--- src/logic/pp_pkg.sv ---
// Hop words are packed as kind over rci over byte pointer and all buffer depths are fixed here
package pp_pkg;

   // ~~~~~~~~~~~~~~~~~~~~~~~~~~~~~~~~~~~~~~~~
   // Hop fields
   // ~~~~~~~~~~~~~~~~~~~~~~~~~~~~~~~~~~~~~~~~
   typedef logic [2:0]  hop_kind_t;
   typedef logic [15:0] rci_t;
   typedef logic [15:0] byte_ptr_t;
   typedef logic [34:0] hop_t;
   typedef logic [3:0]  proc_lev_t;

   // Bit positions inside hop_t
   localparam int HOP_PTR_LSB  = 0;
   localparam int HOP_RCI_LSB  = HOP_PTR_LSB + $bits(byte_ptr_t);
   localparam int HOP_KIND_LSB = HOP_RCI_LSB + $bits(rci_t);

   // ~~~~~~~~~~~~~~~~~~~~~~~~~~~~~~~~~~~~~~~~
   // Hop kind codes
   // ~~~~~~~~~~~~~~~~~~~~~~~~~~~~~~~~~~~~~~~~
   localparam hop_kind_t KIND_NULL                 = 3'd0;
   localparam hop_kind_t KIND_START_PROCESS        = 3'd1;
   localparam hop_kind_t KIND_START_THREAD         = 3'd2;
   localparam hop_kind_t KIND_START_PROCESS_THREAD = 3'd3;
   localparam hop_kind_t KIND_START_END_THREAD     = 3'd4;
   localparam hop_kind_t KIND_END_PROCESS          = 3'd5;
   localparam hop_kind_t KIND_END_THREAD           = 3'd6;
   localparam hop_kind_t KIND_END_THREAD_PROCESS   = 3'd7;

   // A path whose current hop is also its first hop
   localparam byte_ptr_t INITIAL_HOP_PTR = 16'd0;

   localparam rci_t DYN_RCI_MAX = 16'd255;   // Dynamic rci range is 1 to this value

   // ~~~~~~~~~~~~~~~~~~~~~~~~~~~~~~~~~~~~~~~~
   // Buffer depths
   // ~~~~~~~~~~~~~~~~~~~~~~~~~~~~~~~~~~~~~~~~
   localparam int HOP_FIFO_DEPTH  = 4;
   localparam int META_FIFO_DEPTH = 4;
   localparam int OUT_FIFO_DEPTH  = 16;
   localparam int PKT_FIFO_DEPTH  = 4;

   // Parser states
   typedef enum logic [2:0] {
      PREV_START,
      SKIP_PREV,
      CUR_START,
      NXT_START,
      DRAIN
   } parse_state_e;

endpackage
--- src/logic/path_parser.sv ---
// Writer keeps paths alternating from buffer 0, pushes one meta rci per path first, stays four ahead
`timescale 1ns/1ps

module path_parser import pp_pkg::*; (
   input  logic clk,
   input  logic rst_n,
   input  logic hop_reset0,
   input  logic hop_wr0,
   input  hop_t hop_wdata0,
   input  logic hop_eop0,
   input  logic hop_reset1,
   input  logic hop_wr1,
   input  hop_t hop_wdata1,
   input  logic hop_eop1,
   input  logic meta_valid,
   input  rci_t meta_rci,
   input  logic hop_ready,
   output logic hop_full0,
   output logic hop_fullm1_0,
   output logic hop_full1,
   output logic hop_fullm1_1,
   output logic parse_done0,
   output logic parse_done1,
   output logic hop_valid,
   output hop_t hop_data,
   output logic hop_sop,
   output logic hop_eop,
   output logic hop_error
);

   logic hop_avail, cur_eop, cur_dummy, cur_initial, cur_dynamic, cur_match;
   logic hop_take, path_end;
   logic beat_wr, beat_sop, beat_eop, beat_error;
   hop_t cur_hop;
   hop_t beat_hop;

   pp_hop_input u_input (
      .clk, .rst_n,
      .hop_reset0, .hop_wr0, .hop_wdata0, .hop_eop0,
      .hop_reset1, .hop_wr1, .hop_wdata1, .hop_eop1,
      .meta_valid, .meta_rci, .hop_take, .path_end,
      .hop_full0, .hop_fullm1_0, .hop_full1, .hop_fullm1_1,
      .parse_done0, .parse_done1,
      .hop_avail, .cur_hop, .cur_eop, .cur_dummy, .cur_initial, .cur_dynamic, .cur_match
   );

   pp_path_fsm u_fsm (
      .clk, .rst_n,
      .hop_avail, .cur_hop, .cur_eop, .cur_dummy, .cur_initial, .cur_dynamic, .cur_match,
      .hop_take, .path_end,
      .beat_wr, .beat_hop, .beat_sop, .beat_eop, .beat_error
   );

   pp_hop_output u_output (
      .clk, .rst_n,
      .beat_wr, .beat_hop, .beat_sop, .beat_eop, .beat_error,
      .hop_ready,
      .hop_valid, .hop_data, .hop_sop, .hop_eop, .hop_error
   );

endmodule

--- src/logic/pp_hop_output.sv ---
// Beat and packet FIFOs accept writes with no back-pressure, so at most four packets may wait here
`timescale 1ns/1ps

module pp_hop_output import pp_pkg::*; (
   input  logic clk,
   input  logic rst_n,
   input  logic beat_wr,
   input  hop_t beat_hop,
   input  logic beat_sop,
   input  logic beat_eop,
   input  logic beat_error,
   input  logic hop_ready,
   output logic hop_valid,
   output hop_t hop_data,
   output logic hop_sop,
   output logic hop_eop,
   output logic hop_error
);

   hop_t q_hop;
   logic q_sop;
   logic q_eop;
   logic q_empty;
   logic pkt_error;
   logic pkt_empty;
   logic out_full;
   logic out_empty;
   logic move;
   logic out_wr;

   // ~~~~~~~~~~~~~~~~~~~~~~~~~~~~~~~~~~~~~~~~
   // Beats wait for their packet's verdict
   // ~~~~~~~~~~~~~~~~~~~~~~~~~~~~~~~~~~~~~~~~
   pp_sync_fifo #(.WIDTH(2 + $bits(hop_t)), .DEPTH(OUT_FIFO_DEPTH)) u_beat_fifo (
      .clk         (clk),
      .rst_n       (rst_n),
      .clear       (1'b0),
      .wr          (beat_wr),
      .din         ({beat_sop, beat_eop, beat_hop}),
      .rd          (move),
      .dout        ({q_sop, q_eop, q_hop}),
      .full        (),
      .almost_full (),
      .empty       (q_empty)
   );

   // One flag per packet, written with the eop beat
   pp_sync_fifo #(.WIDTH(1), .DEPTH(PKT_FIFO_DEPTH)) u_pkt_fifo (
      .clk         (clk),
      .rst_n       (rst_n),
      .clear       (1'b0),
      .wr          (beat_wr & beat_eop),
      .din         (beat_error),
      .rd          (move & q_eop),
      .dout        (pkt_error),
      .full        (),
      .almost_full (),
      .empty       (pkt_empty)
   );

   assign move   = ~q_empty & ~pkt_empty & ~out_full;
   assign out_wr = move & (q_eop | ~pkt_error);   // Error packets keep only the eop beat

   pp_sync_fifo #(.WIDTH(3 + $bits(hop_t)), .DEPTH(OUT_FIFO_DEPTH)) u_out_fifo (
      .clk         (clk),
      .rst_n       (rst_n),
      .clear       (1'b0),
      .wr          (out_wr),
      .din         ({q_sop | pkt_error, q_eop, pkt_error, q_hop}),
      .rd          (hop_valid & hop_ready),
      .dout        ({hop_sop, hop_eop, hop_error, hop_data}),
      .full        (out_full),
      .almost_full (),
      .empty       (out_empty)
   );

   assign hop_valid = ~out_empty;

endmodule

--- src/logic/pp_path_fsm.sv ---
// Process nesting beyond 15 levels wraps, and hops after the forwarded next hop are discarded
`timescale 1ns/1ps

module pp_path_fsm import pp_pkg::*; (
   input  logic clk,
   input  logic rst_n,
   input  logic hop_avail,
   input  hop_t cur_hop,
   input  logic cur_eop,
   input  logic cur_dummy,
   input  logic cur_initial,
   input  logic cur_dynamic,
   input  logic cur_match,
   output logic hop_take,
   output logic path_end,
   output logic beat_wr,
   output hop_t beat_hop,
   output logic beat_sop,
   output logic beat_eop,
   output logic beat_error
);

   parse_state_e state, state_nxt;
   proc_lev_t    proc_lev;
   byte_ptr_t    prev_ptr;
   byte_ptr_t    cur_ptr;
   byte_ptr_t    fwd_ptr;
   hop_kind_t    kind;
   logic         ptr_load;
   logic         lev_inc;
   logic         lev_dec;
   logic         lev_clr;
   logic         fail;   // Path ends with a single error beat
   logic         fin;

   assign kind    = cur_hop[HOP_KIND_LSB +: $bits(hop_kind_t)];
   assign cur_ptr = cur_hop[HOP_PTR_LSB +: $bits(byte_ptr_t)];

   // The previous hop keeps its own pointer, later hops use the recorded one
   assign fwd_ptr = (state == PREV_START) ? cur_ptr : prev_ptr;

   always_comb begin
      beat_hop = cur_hop;
      if (cur_dynamic) beat_hop[HOP_PTR_LSB +: $bits(byte_ptr_t)] = fwd_ptr;
   end

   // ~~~~~~~~~~~~~~~~~~~~~~~~~~~~~~~~~~~~~~~~
   // Path walk
   // ~~~~~~~~~~~~~~~~~~~~~~~~~~~~~~~~~~~~~~~~
   always_comb begin
      state_nxt  = state;
      hop_take   = 1'b0;
      path_end   = 1'b0;
      ptr_load   = 1'b0;
      lev_inc    = 1'b0;
      lev_dec    = 1'b0;
      lev_clr    = 1'b0;
      beat_wr    = 1'b0;
      beat_sop   = 1'b0;
      beat_eop   = 1'b0;
      beat_error = 1'b0;
      fail       = 1'b0;
      fin        = 1'b0;

      if (hop_avail) begin
         case (state)
            PREV_START: begin
               ptr_load = 1'b1;
               if (cur_initial) begin
                  state_nxt = CUR_START;   // Examined, left for CUR_START
               end else begin
                  hop_take = 1'b1;
                  if (cur_eop) begin
                     fail = 1'b1;
                  end else begin
                     case (kind)
                        KIND_START_PROCESS, KIND_END_THREAD, KIND_START_END_THREAD:
                           state_nxt = SKIP_PREV;
                        default:
                           state_nxt = CUR_START;
                     endcase
                  end
               end
            end

            SKIP_PREV: begin
               hop_take = 1'b1;
               if (cur_eop) begin
                  fail = 1'b1;
               end else begin
                  case (kind)
                     KIND_START_PROCESS, KIND_START_PROCESS_THREAD:
                        lev_inc = 1'b1;
                     KIND_END_PROCESS, KIND_END_THREAD_PROCESS:
                        if (proc_lev == '0) state_nxt = CUR_START;
                        else lev_dec = 1'b1;
                     default: ;
                  endcase
               end
            end

            CUR_START: begin
               hop_take = 1'b1;
               if (cur_eop || (!cur_dummy && !cur_match)) begin
                  fail = 1'b1;
               end else if (!cur_dummy) begin
                  beat_wr   = 1'b1;
                  beat_sop  = 1'b1;
                  state_nxt = NXT_START;
               end
            end

            NXT_START: begin
               hop_take = 1'b1;
               if (!cur_dummy) begin
                  beat_wr  = 1'b1;
                  beat_eop = 1'b1;
                  if (cur_eop) fin = 1'b1;
                  else state_nxt = DRAIN;
               end else if (cur_eop) begin
                  // Path ran out before a next hop, so the packet closes as an error
                  beat_wr    = 1'b1;
                  beat_eop   = 1'b1;
                  beat_error = 1'b1;
                  fin        = 1'b1;
               end
            end

            DRAIN: begin
               hop_take = 1'b1;
               fin      = cur_eop;
            end

            default: state_nxt = PREV_START;
         endcase
      end

      if (fail) begin
         beat_wr    = 1'b1;
         beat_sop   = 1'b1;
         beat_eop   = 1'b1;
         beat_error = 1'b1;
         fin        = 1'b1;
      end
      if (fin) begin
         path_end  = 1'b1;
         lev_clr   = 1'b1;
         state_nxt = PREV_START;
      end
   end

   always_ff @(posedge clk or negedge rst_n) begin
      if (!rst_n) begin
         state    <= PREV_START;
         proc_lev <= '0;
      end else begin
         state <= state_nxt;
         if (lev_clr) proc_lev <= '0;
         else if (lev_inc) proc_lev <= proc_lev + 1'b1;
         else if (lev_dec) proc_lev <= proc_lev - 1'b1;
      end
   end

   always_ff @(posedge clk) begin
      if (ptr_load) prev_ptr <= cur_ptr;
   end

endmodule

--- src/logic/pp_hop_input.sv ---
// Paths alternate between buffers from buffer 0, and a path's meta rci must be pushed before its hops
`timescale 1ns/1ps

module pp_hop_input import pp_pkg::*; (
   input  logic clk,
   input  logic rst_n,
   input  logic hop_reset0,
   input  logic hop_wr0,
   input  hop_t hop_wdata0,
   input  logic hop_eop0,
   input  logic hop_reset1,
   input  logic hop_wr1,
   input  hop_t hop_wdata1,
   input  logic hop_eop1,
   input  logic meta_valid,
   input  rci_t meta_rci,
   input  logic hop_take,
   input  logic path_end,
   output logic hop_full0,
   output logic hop_fullm1_0,
   output logic hop_full1,
   output logic hop_fullm1_1,
   output logic parse_done0,
   output logic parse_done1,
   output logic hop_avail,
   output hop_t cur_hop,
   output logic cur_eop,
   output logic cur_dummy,
   output logic cur_initial,
   output logic cur_dynamic,
   output logic cur_match
);

   logic       sel;   // Buffer of the path being parsed
   logic [1:0] wr_v, eop_v, reset_v, end_v;
   logic [1:0] buf_wr, buf_rd, buf_clr, buf_empty, buf_eop, buf_full, buf_fullm1;
   logic [1:0] open, open_nxt, drop;
   hop_t       wdata_v [2];
   hop_t       buf_hop [2];
   hop_t       head_hop;
   rci_t       head_rci, meta_head;
   logic       head_empty, head_eop, load, flush;

   assign wr_v       = {hop_wr1, hop_wr0};
   assign eop_v      = {hop_eop1, hop_eop0};
   assign reset_v    = {hop_reset1, hop_reset0};
   assign wdata_v[0] = hop_wdata0;
   assign wdata_v[1] = hop_wdata1;

   // ~~~~~~~~~~~~~~~~~~~~~~~~~~~~~~~~~~~~~~~~
   // Hop buffers
   // ~~~~~~~~~~~~~~~~~~~~~~~~~~~~~~~~~~~~~~~~
   for (genvar i = 0; i < 2; i++) begin : g_buf
      assign end_v[i]    = path_end & (sel == 1'(i));
      assign buf_wr[i]   = wr_v[i] & ~drop[i];
      assign buf_rd[i]   = load & (sel == 1'(i));
      assign buf_clr[i]  = reset_v[i] | end_v[i];   // Leftover hops of a finished path go
      assign open_nxt[i] = buf_wr[i] ? ~eop_v[i] : open[i];

      // A path that ended before its eop was written drops the late writes up to that eop
      always_ff @(posedge clk or negedge rst_n) begin
         if (!rst_n) begin
            open[i] <= 1'b0;
            drop[i] <= 1'b0;
         end else if (reset_v[i]) begin
            open[i] <= 1'b0;
            drop[i] <= 1'b0;
         end else begin
            open[i] <= open_nxt[i] & ~end_v[i];
            if (end_v[i]) drop[i] <= open_nxt[i];
            else if (wr_v[i] & eop_v[i]) drop[i] <= 1'b0;
         end
      end

      pp_sync_fifo #(.WIDTH(1 + $bits(hop_t)), .DEPTH(HOP_FIFO_DEPTH)) u_hop_fifo (
         .clk         (clk),
         .rst_n       (rst_n),
         .clear       (buf_clr[i]),
         .wr          (buf_wr[i]),
         .din         ({eop_v[i], wdata_v[i]}),
         .rd          (buf_rd[i]),
         .dout        ({buf_eop[i], buf_hop[i]}),
         .full        (buf_full[i]),
         .almost_full (buf_fullm1[i]),
         .empty       (buf_empty[i])
      );
   end

   assign hop_full0    = buf_full[0];
   assign hop_full1    = buf_full[1];
   assign hop_fullm1_0 = buf_fullm1[0];
   assign hop_fullm1_1 = buf_fullm1[1];

   pp_sync_fifo #(.WIDTH($bits(rci_t)), .DEPTH(META_FIFO_DEPTH)) u_meta_fifo (
      .clk         (clk),
      .rst_n       (rst_n),
      .clear       (1'b0),
      .wr          (meta_valid),
      .din         (meta_rci),
      .rd          (path_end),
      .dout        (meta_head),
      .full        (),
      .almost_full (),
      .empty       ()
   );

   // ~~~~~~~~~~~~~~~~~~~~~~~~~~~~~~~~~~~~~~~~
   // Prefetch and classification
   // ~~~~~~~~~~~~~~~~~~~~~~~~~~~~~~~~~~~~~~~~
   assign head_empty = buf_empty[sel];
   assign head_hop   = buf_hop[sel];
   assign head_eop   = buf_eop[sel];
   assign head_rci   = head_hop[HOP_RCI_LSB +: $bits(rci_t)];
   assign flush      = path_end | reset_v[sel];
   assign load       = ~head_empty & ~flush & (~hop_avail | hop_take);

   always_ff @(posedge clk or negedge rst_n) begin
      if (!rst_n) hop_avail <= 1'b0;
      else if (flush) hop_avail <= 1'b0;
      else if (load) hop_avail <= 1'b1;
      else if (hop_take) hop_avail <= 1'b0;
   end

   always_ff @(posedge clk) begin
      if (load) begin
         cur_hop     <= head_hop;
         cur_eop     <= head_eop;
         cur_dummy   <= (head_rci == '0);
         cur_initial <= (head_hop[HOP_PTR_LSB +: $bits(byte_ptr_t)] == INITIAL_HOP_PTR);
         cur_dynamic <= (head_rci != '0) && (head_rci <= DYN_RCI_MAX);
         cur_match   <= ((head_rci != '0) && (head_rci <= DYN_RCI_MAX)) || (head_rci == meta_head);
      end
   end

   always_ff @(posedge clk or negedge rst_n) begin
      if (!rst_n) begin
         sel         <= 1'b0;
         parse_done0 <= 1'b0;
         parse_done1 <= 1'b0;
      end else begin
         sel         <= sel ^ path_end;
         parse_done0 <= end_v[0];
         parse_done1 <= end_v[1];
      end
   end

endmodule

--- src/logic/pp_sync_fifo.sv ---
// Head entry shows on dout without a read, writes into a full FIFO are dropped unless a read pops
`timescale 1ns/1ps

module pp_sync_fifo #(
   parameter int WIDTH = 8,
   parameter int DEPTH = 4
) (
   input  logic             clk,
   input  logic             rst_n,
   input  logic             clear,
   input  logic             wr,
   input  logic [WIDTH-1:0] din,
   input  logic             rd,
   output logic [WIDTH-1:0] dout,
   output logic             full,
   output logic             almost_full,
   output logic             empty
);

   localparam int PTR_W = (DEPTH > 1) ? $clog2(DEPTH) : 1;
   localparam int CNT_W = $clog2(DEPTH + 1);

   logic [WIDTH-1:0] mem [DEPTH];
   logic [PTR_W-1:0] wr_ptr;
   logic [PTR_W-1:0] rd_ptr;
   logic [CNT_W-1:0] count;
   logic             do_wr;
   logic             do_rd;

   // Pointers wrap at DEPTH so any depth works
   function automatic logic [PTR_W-1:0] ptr_next(input logic [PTR_W-1:0] ptr);
      return (ptr == PTR_W'(DEPTH - 1)) ? '0 : ptr + 1'b1;
   endfunction

   assign do_rd       = rd & ~empty;
   assign do_wr       = wr & (~full | do_rd);
   assign empty       = (count == '0);
   assign full        = (count == CNT_W'(DEPTH));
   assign almost_full = (count >= CNT_W'(DEPTH - 1));   // One entry left
   assign dout        = mem[rd_ptr];

   always_ff @(posedge clk or negedge rst_n) begin
      if (!rst_n) begin
         wr_ptr <= '0;
         rd_ptr <= '0;
         count  <= '0;
      end else if (clear) begin
         wr_ptr <= '0;
         rd_ptr <= '0;
         count  <= '0;
      end else begin
         if (do_wr) wr_ptr <= ptr_next(wr_ptr);
         if (do_rd) rd_ptr <= ptr_next(rd_ptr);
         count <= count + CNT_W'(do_wr) - CNT_W'(do_rd);
      end
   end

   always_ff @(posedge clk) begin
      if (do_wr) mem[wr_ptr] <= din;
   end

endmodule

--- config.mk ---
export PLATFORM = sky130hd
export DESIGN_NAME = path_parser
export DESIGN_NICKNAME = d
export VERILOG_FILES = /design/src/logic/pp_pkg.sv /design/src/logic/path_parser.sv /design/src/logic/pp_hop_output.sv /design/src/logic/pp_path_fsm.sv /design/src/logic/pp_hop_input.sv /design/src/logic/pp_sync_fifo.sv
export SDC_FILE = /design/constraint.sdc
export NUM_CORES = 2
export LEC_CHECK = 0
export BUFFER_PORTS_ARGS = -buffer_cell sky130_fd_sc_hd__buf_2
export CAP_MARGIN = 10
export CORE_MARGIN = 8
export CORE_UTILIZATION = 41
export DETAILED_ROUTE_END_ITERATION = 16
export PLACE_DENSITY = 0.53
export SLEW_MARGIN = 20
export SYNTH_ARGS = -nofsm -noshare
export SYNTH_HDL_FRONTEND = slang
export SYNTH_SLANG_ARGS = --single-unit
--- constraint.sdc ---
create_clock -name clk -period 6.1 [get_ports clk]
set_input_delay 0.915 -clock clk [delete_from_list [all_inputs] [get_ports clk]]
set_output_delay 0.915 -clock clk [all_outputs]
set_load 0.05 [all_outputs]
==> flow_metrics.env <==
export IMPL_grt_pass1_vias=32021
export IMPL_syn_area_per_cell_um2=22.5
export IMPL_path_buf_inv=2
export IMPL_synth_edf_count=1612
export IMPL_synth_yosys_seq_area_share_pct=77.1
export IMPL_die_w_um=414
export IMPL_via_per_inst=5.49
export IMPL_critPathMaxStageDelay_ns=1.01
export IMPL_reg2regPathDepth=16
export IMPL_rows=146
export IMPL_worstSetupStartpointType="flop"
export IMPL_worstSetupPathType="reg -> out"
export IMPL_worst_r2r_setup_slack_ns=1.79
export IMPL_cts_tree="done"
export IMPL_clk_pin_slew_ns=0.06
export IMPL_cts_buffers=175
export IMPL_synth_xor_area_share_pct=0.404
export IMPL_place_congestion=0.752
export IMPL_port_buffers=140
export IMPL_synthArstFlopShare_pct=4.10
export IMPL_hold_depth=1
export IMPL_maxCapViolations=0
export IMPL_final_cell_area_um2=74200
export IMPL_clk_path_buf_depth=3
export IMPL_cp_common_cell="mux4_2"
export IMPL_rsz0062_at_grt="false"
export IMPL_track_usage_pct=17.0
export IMPL_fillers=12830
export IMPL_initial_utilization_pct=41.1
export IMPL_grt_max_degree=98
export IMPL_min_from="hop_wdata0[21]"
export IMPL_seqCellArea_um2=50200
export IMPL_multi_input_area_um2=14200
export IMPL_hold_end="u_input.g_buf[0].u_hop_fifo.mem[1][21]"
export IMPL_cellLeakagePower_nw=23.9
export IMPL_via_count=29516
export IMPL_htreeDepth=4
export IMPL_max_freq_mhz=221
export IMPL_synth_simple_area_share_pct=2.23
export IMPL_end_kind="output pin"
export IMPL_max_slew_margin_pct=23.4
export IMPL_synthAdderAreaFrac_pct=1.22
export IMPL_p_per_area_nw_per_um2=546
export IMPL_hp_class="in -> reg"
export IMPL_synth_compound_gate_area_share_pct=1.17
export IMPL_cts_repair_resized=0
export IMPL_drt_iter0_markers=2342
export IMPL_synth_top_family_by_area="multiplexers"
export IMPL_wl_per_cell_um=27.3
export IMPL_worstMarginPinSlew_ns=1.15
export IMPL_yosys_warnings=0
export IMPL_drt_total_wl_mm=147
export IMPL_core_um2=158000
export IMPL_slew_viol_final=0
export IMPL_io_pins=141
export IMPL_place_area_um2=68500
export IMPL_dr_pass1_iters=5
export IMPL_drtAntennaViolNets=0
export IMPL_die_area_um2=172000
export IMPL_post_cts_buffers=0
export IMPL_fin_crit_ns=4.52
export IMPL_layout_drive_gt1_share_pct=30.3
export IMPL_antenna_found_initial=19
export IMPL_areaGrowthSynthToFinish_pct=14.1
export IMPL_syn_area_um2=65000
export IMPL_overflow=0
export IMPL_r2r_start="u_output.u_beat_fifo.rd_ptr[2]"
export IMPL_ys_types=67
export IMPL_finalSetupTns_ns=0
export IMPL_crit_chain="buf_4 -> mux4_2 -> mux4_2 -> buf_2"
export IMPL_netlist_instances=2891
export IMPL_synth_ff_type="edfxtp_1"
export IMPL_setup_viol=0
export IMPL_die_h_um=414
export IMPL_clk_latency_ns=0.82
export IMPL_crit_family="flip-flops"
export IMPL_arrival_ns=3.61
export IMPL_holdWs_ns=0.306
export IMPL_r2r_end="u_output.u_out_fifo.count[4]"
export IMPL_layout_common_cells="1612 x edfxtp_1, 439 x mux4_2, 175 x clkbuf_16"
export IMPL_synth_fp_nets=3046
export IMPL_ctsRootBufferMaster="clkbuf_16"
export IMPL_ir_worst_vdd_mv=0.381
export IMPL_layout_commonest_cell="edfxtp_1"
export IMPL_total_power_w=0.0405
export IMPL_finalCritPeriodShare_pct=74.2
export IMPL_cp_max_fo=59
export IMPL_skew_ns=0.0548
export IMPL_grt_pass1_wl_mm=218
export IMPL_synth_seq_cells=1681
export IMPL_critPathRequiredTime_ns=5.18
export IMPL_cpMaxStageDelayCell="dfrtp_4"
export IMPL_dp_final_hpwl_mm=87.8
export IMPL_remaining_drc_errors=0
export IMPL_hold_viol=0
export IMPL_synthMuxAreaShare_pct=16.6
export IMPL_final_core_util_pct=47.0
export IMPL_status="completed"
export IMPL_cts_sinks=1681
export IMPL_final_nets=3302
[synth_stat cells, drive strengths merged (2+ instances only)]
master  number  area share, %
a211oi       2          0.031
mux2        26           0.45
o21ai       23           0.18
and2        16           0.15
a31o         2          0.027
and3        27           0.26
dfrtp       69            2.7
or4b         2          0.031
a21boi       2          0.029
buf         71           0.60
and4         2          0.027
o31ai        3          0.035
or2         16           0.15
o21a         9           0.10
o221ai       4          0.054
xnor2       20           0.27
nor2b        6          0.058
a21o         8          0.092
a311o        2          0.031
nor2        49           0.28
nor3        22           0.18
mux2i       59           0.91
o21bai       2          0.023
o22ai       22           0.21
nand2b       8          0.077
inv         62           0.36
nand2       93           0.54
a31oi        3          0.029
ha          52            1.0
or4          5          0.064
clkbuf      61           0.35
nor3b        5          0.058
or3          3          0.029
nand4        4          0.038
edfxtp    1612             74
nor4        13           0.14
mux4       439             15
xor2        10           0.13
a21oi       27           0.21
fa           7           0.22
o211ai       3          0.035
nand3        9          0.069
[registers in the layout (all words and copies together), names as in the netlist, 5 cells and up]
register,count
u_input.g_buf.u_hop_fifo.mem,288
u_output.u_beat_fifo.count,5
u_output.u_out_fifo.count,5
u_output.u_beat_fifo.mem,592
u_output.u_out_fifo.mem,608
u_fsm.prev_ptr,16
u_input.g_buf.u_hop_fifo.count,6
u_input.cur_hop,35
u_input.u_meta_fifo.mem,64
[routing by layer]
metal / up-vias / GRT usage, % / wire length [um]
met2: 682 / 28.3 / 72900
met1: 16016 / 23.2 / 63900
met5: - / 0 / 108
met3: 215 / 3.00 / 6690
li1: 12587 / - / -
met4: 16 / 4.57 / 3260
[logic make-up (layout without fill, tap and decap cells)]
family,Yosys count,in the layout
muxes,524,524
AOI/OAI and AO/OA,118,118
xor gates and xnor gates,30,30
buffers and inverters,194,596
and+or+nand+nor,285,285
DFF,1681,1681
other,0,8
adders and majority gates,59,59
[power breakdown]
| group | leakage (nW) | switching (W) | total, W | internal (W) |
|---|---|---|---|---|
| Combinational | 5.63 | 0.00766 | 0.0121 | 0.00448 |
| Sequential | 15.5 | 0.00128 | 0.0179 | 0.0166 |
| Clock | 2.76 | 0.00450 | 0.0105 | 0.00599 |
[area by class of cell]
cell class                      count  share of cell area (%)
Timing Repair Buffer              211                    1.74
Inverter                           62                   0.314
Antenna cell                        8                  0.0270
Clock inverter                    107                    1.59
Sequential cell                  1681                    67.6
Multi-Input combinational cell   1016                    19.1
Tap cell                         2072                    3.49
Clock buffer                      216                    6.12
[worst max-delay path by stage]
stage | from | end | depth (start not counted)
final | u_output.u_out_fifo.rd_ptr[1] | hop_data[20] | 4
after global routing | u_output.u_beat_fifo.rd_ptr[2] | u_output.u_out_fifo.count[4] | 16
after CTS | u_output.u_out_fifo.rd_ptr[1] | hop_data[3] | 4
after floorplan | u_output.u_beat_fifo.rd_ptr[2] | u_output.u_out_fifo.mem[3][0] | 7
after detailed placement | u_output.u_beat_fifo.rd_ptr[2] | u_output.u_out_fifo.count[4] | 16
after global placement | u_output.u_beat_fifo.rd_ptr[2] | u_output.u_out_fifo.count[4] | 16
[per-stage QoR]
step,cells,worst slack [ns]
final,5373,1.58
after global routing,5365,1.40
after CTS,5365,1.47
after detailed placement,5041,1.67
after global placement,5041,1.64
after floorplan,2891,1.16
[timing repair]
action	CTS	global route
hold endpoints to repair	7	0
hold buffers	1	0
endpoints found under the setup margin	0	0
Note: power is estimated with default switching activity, not from simulation.
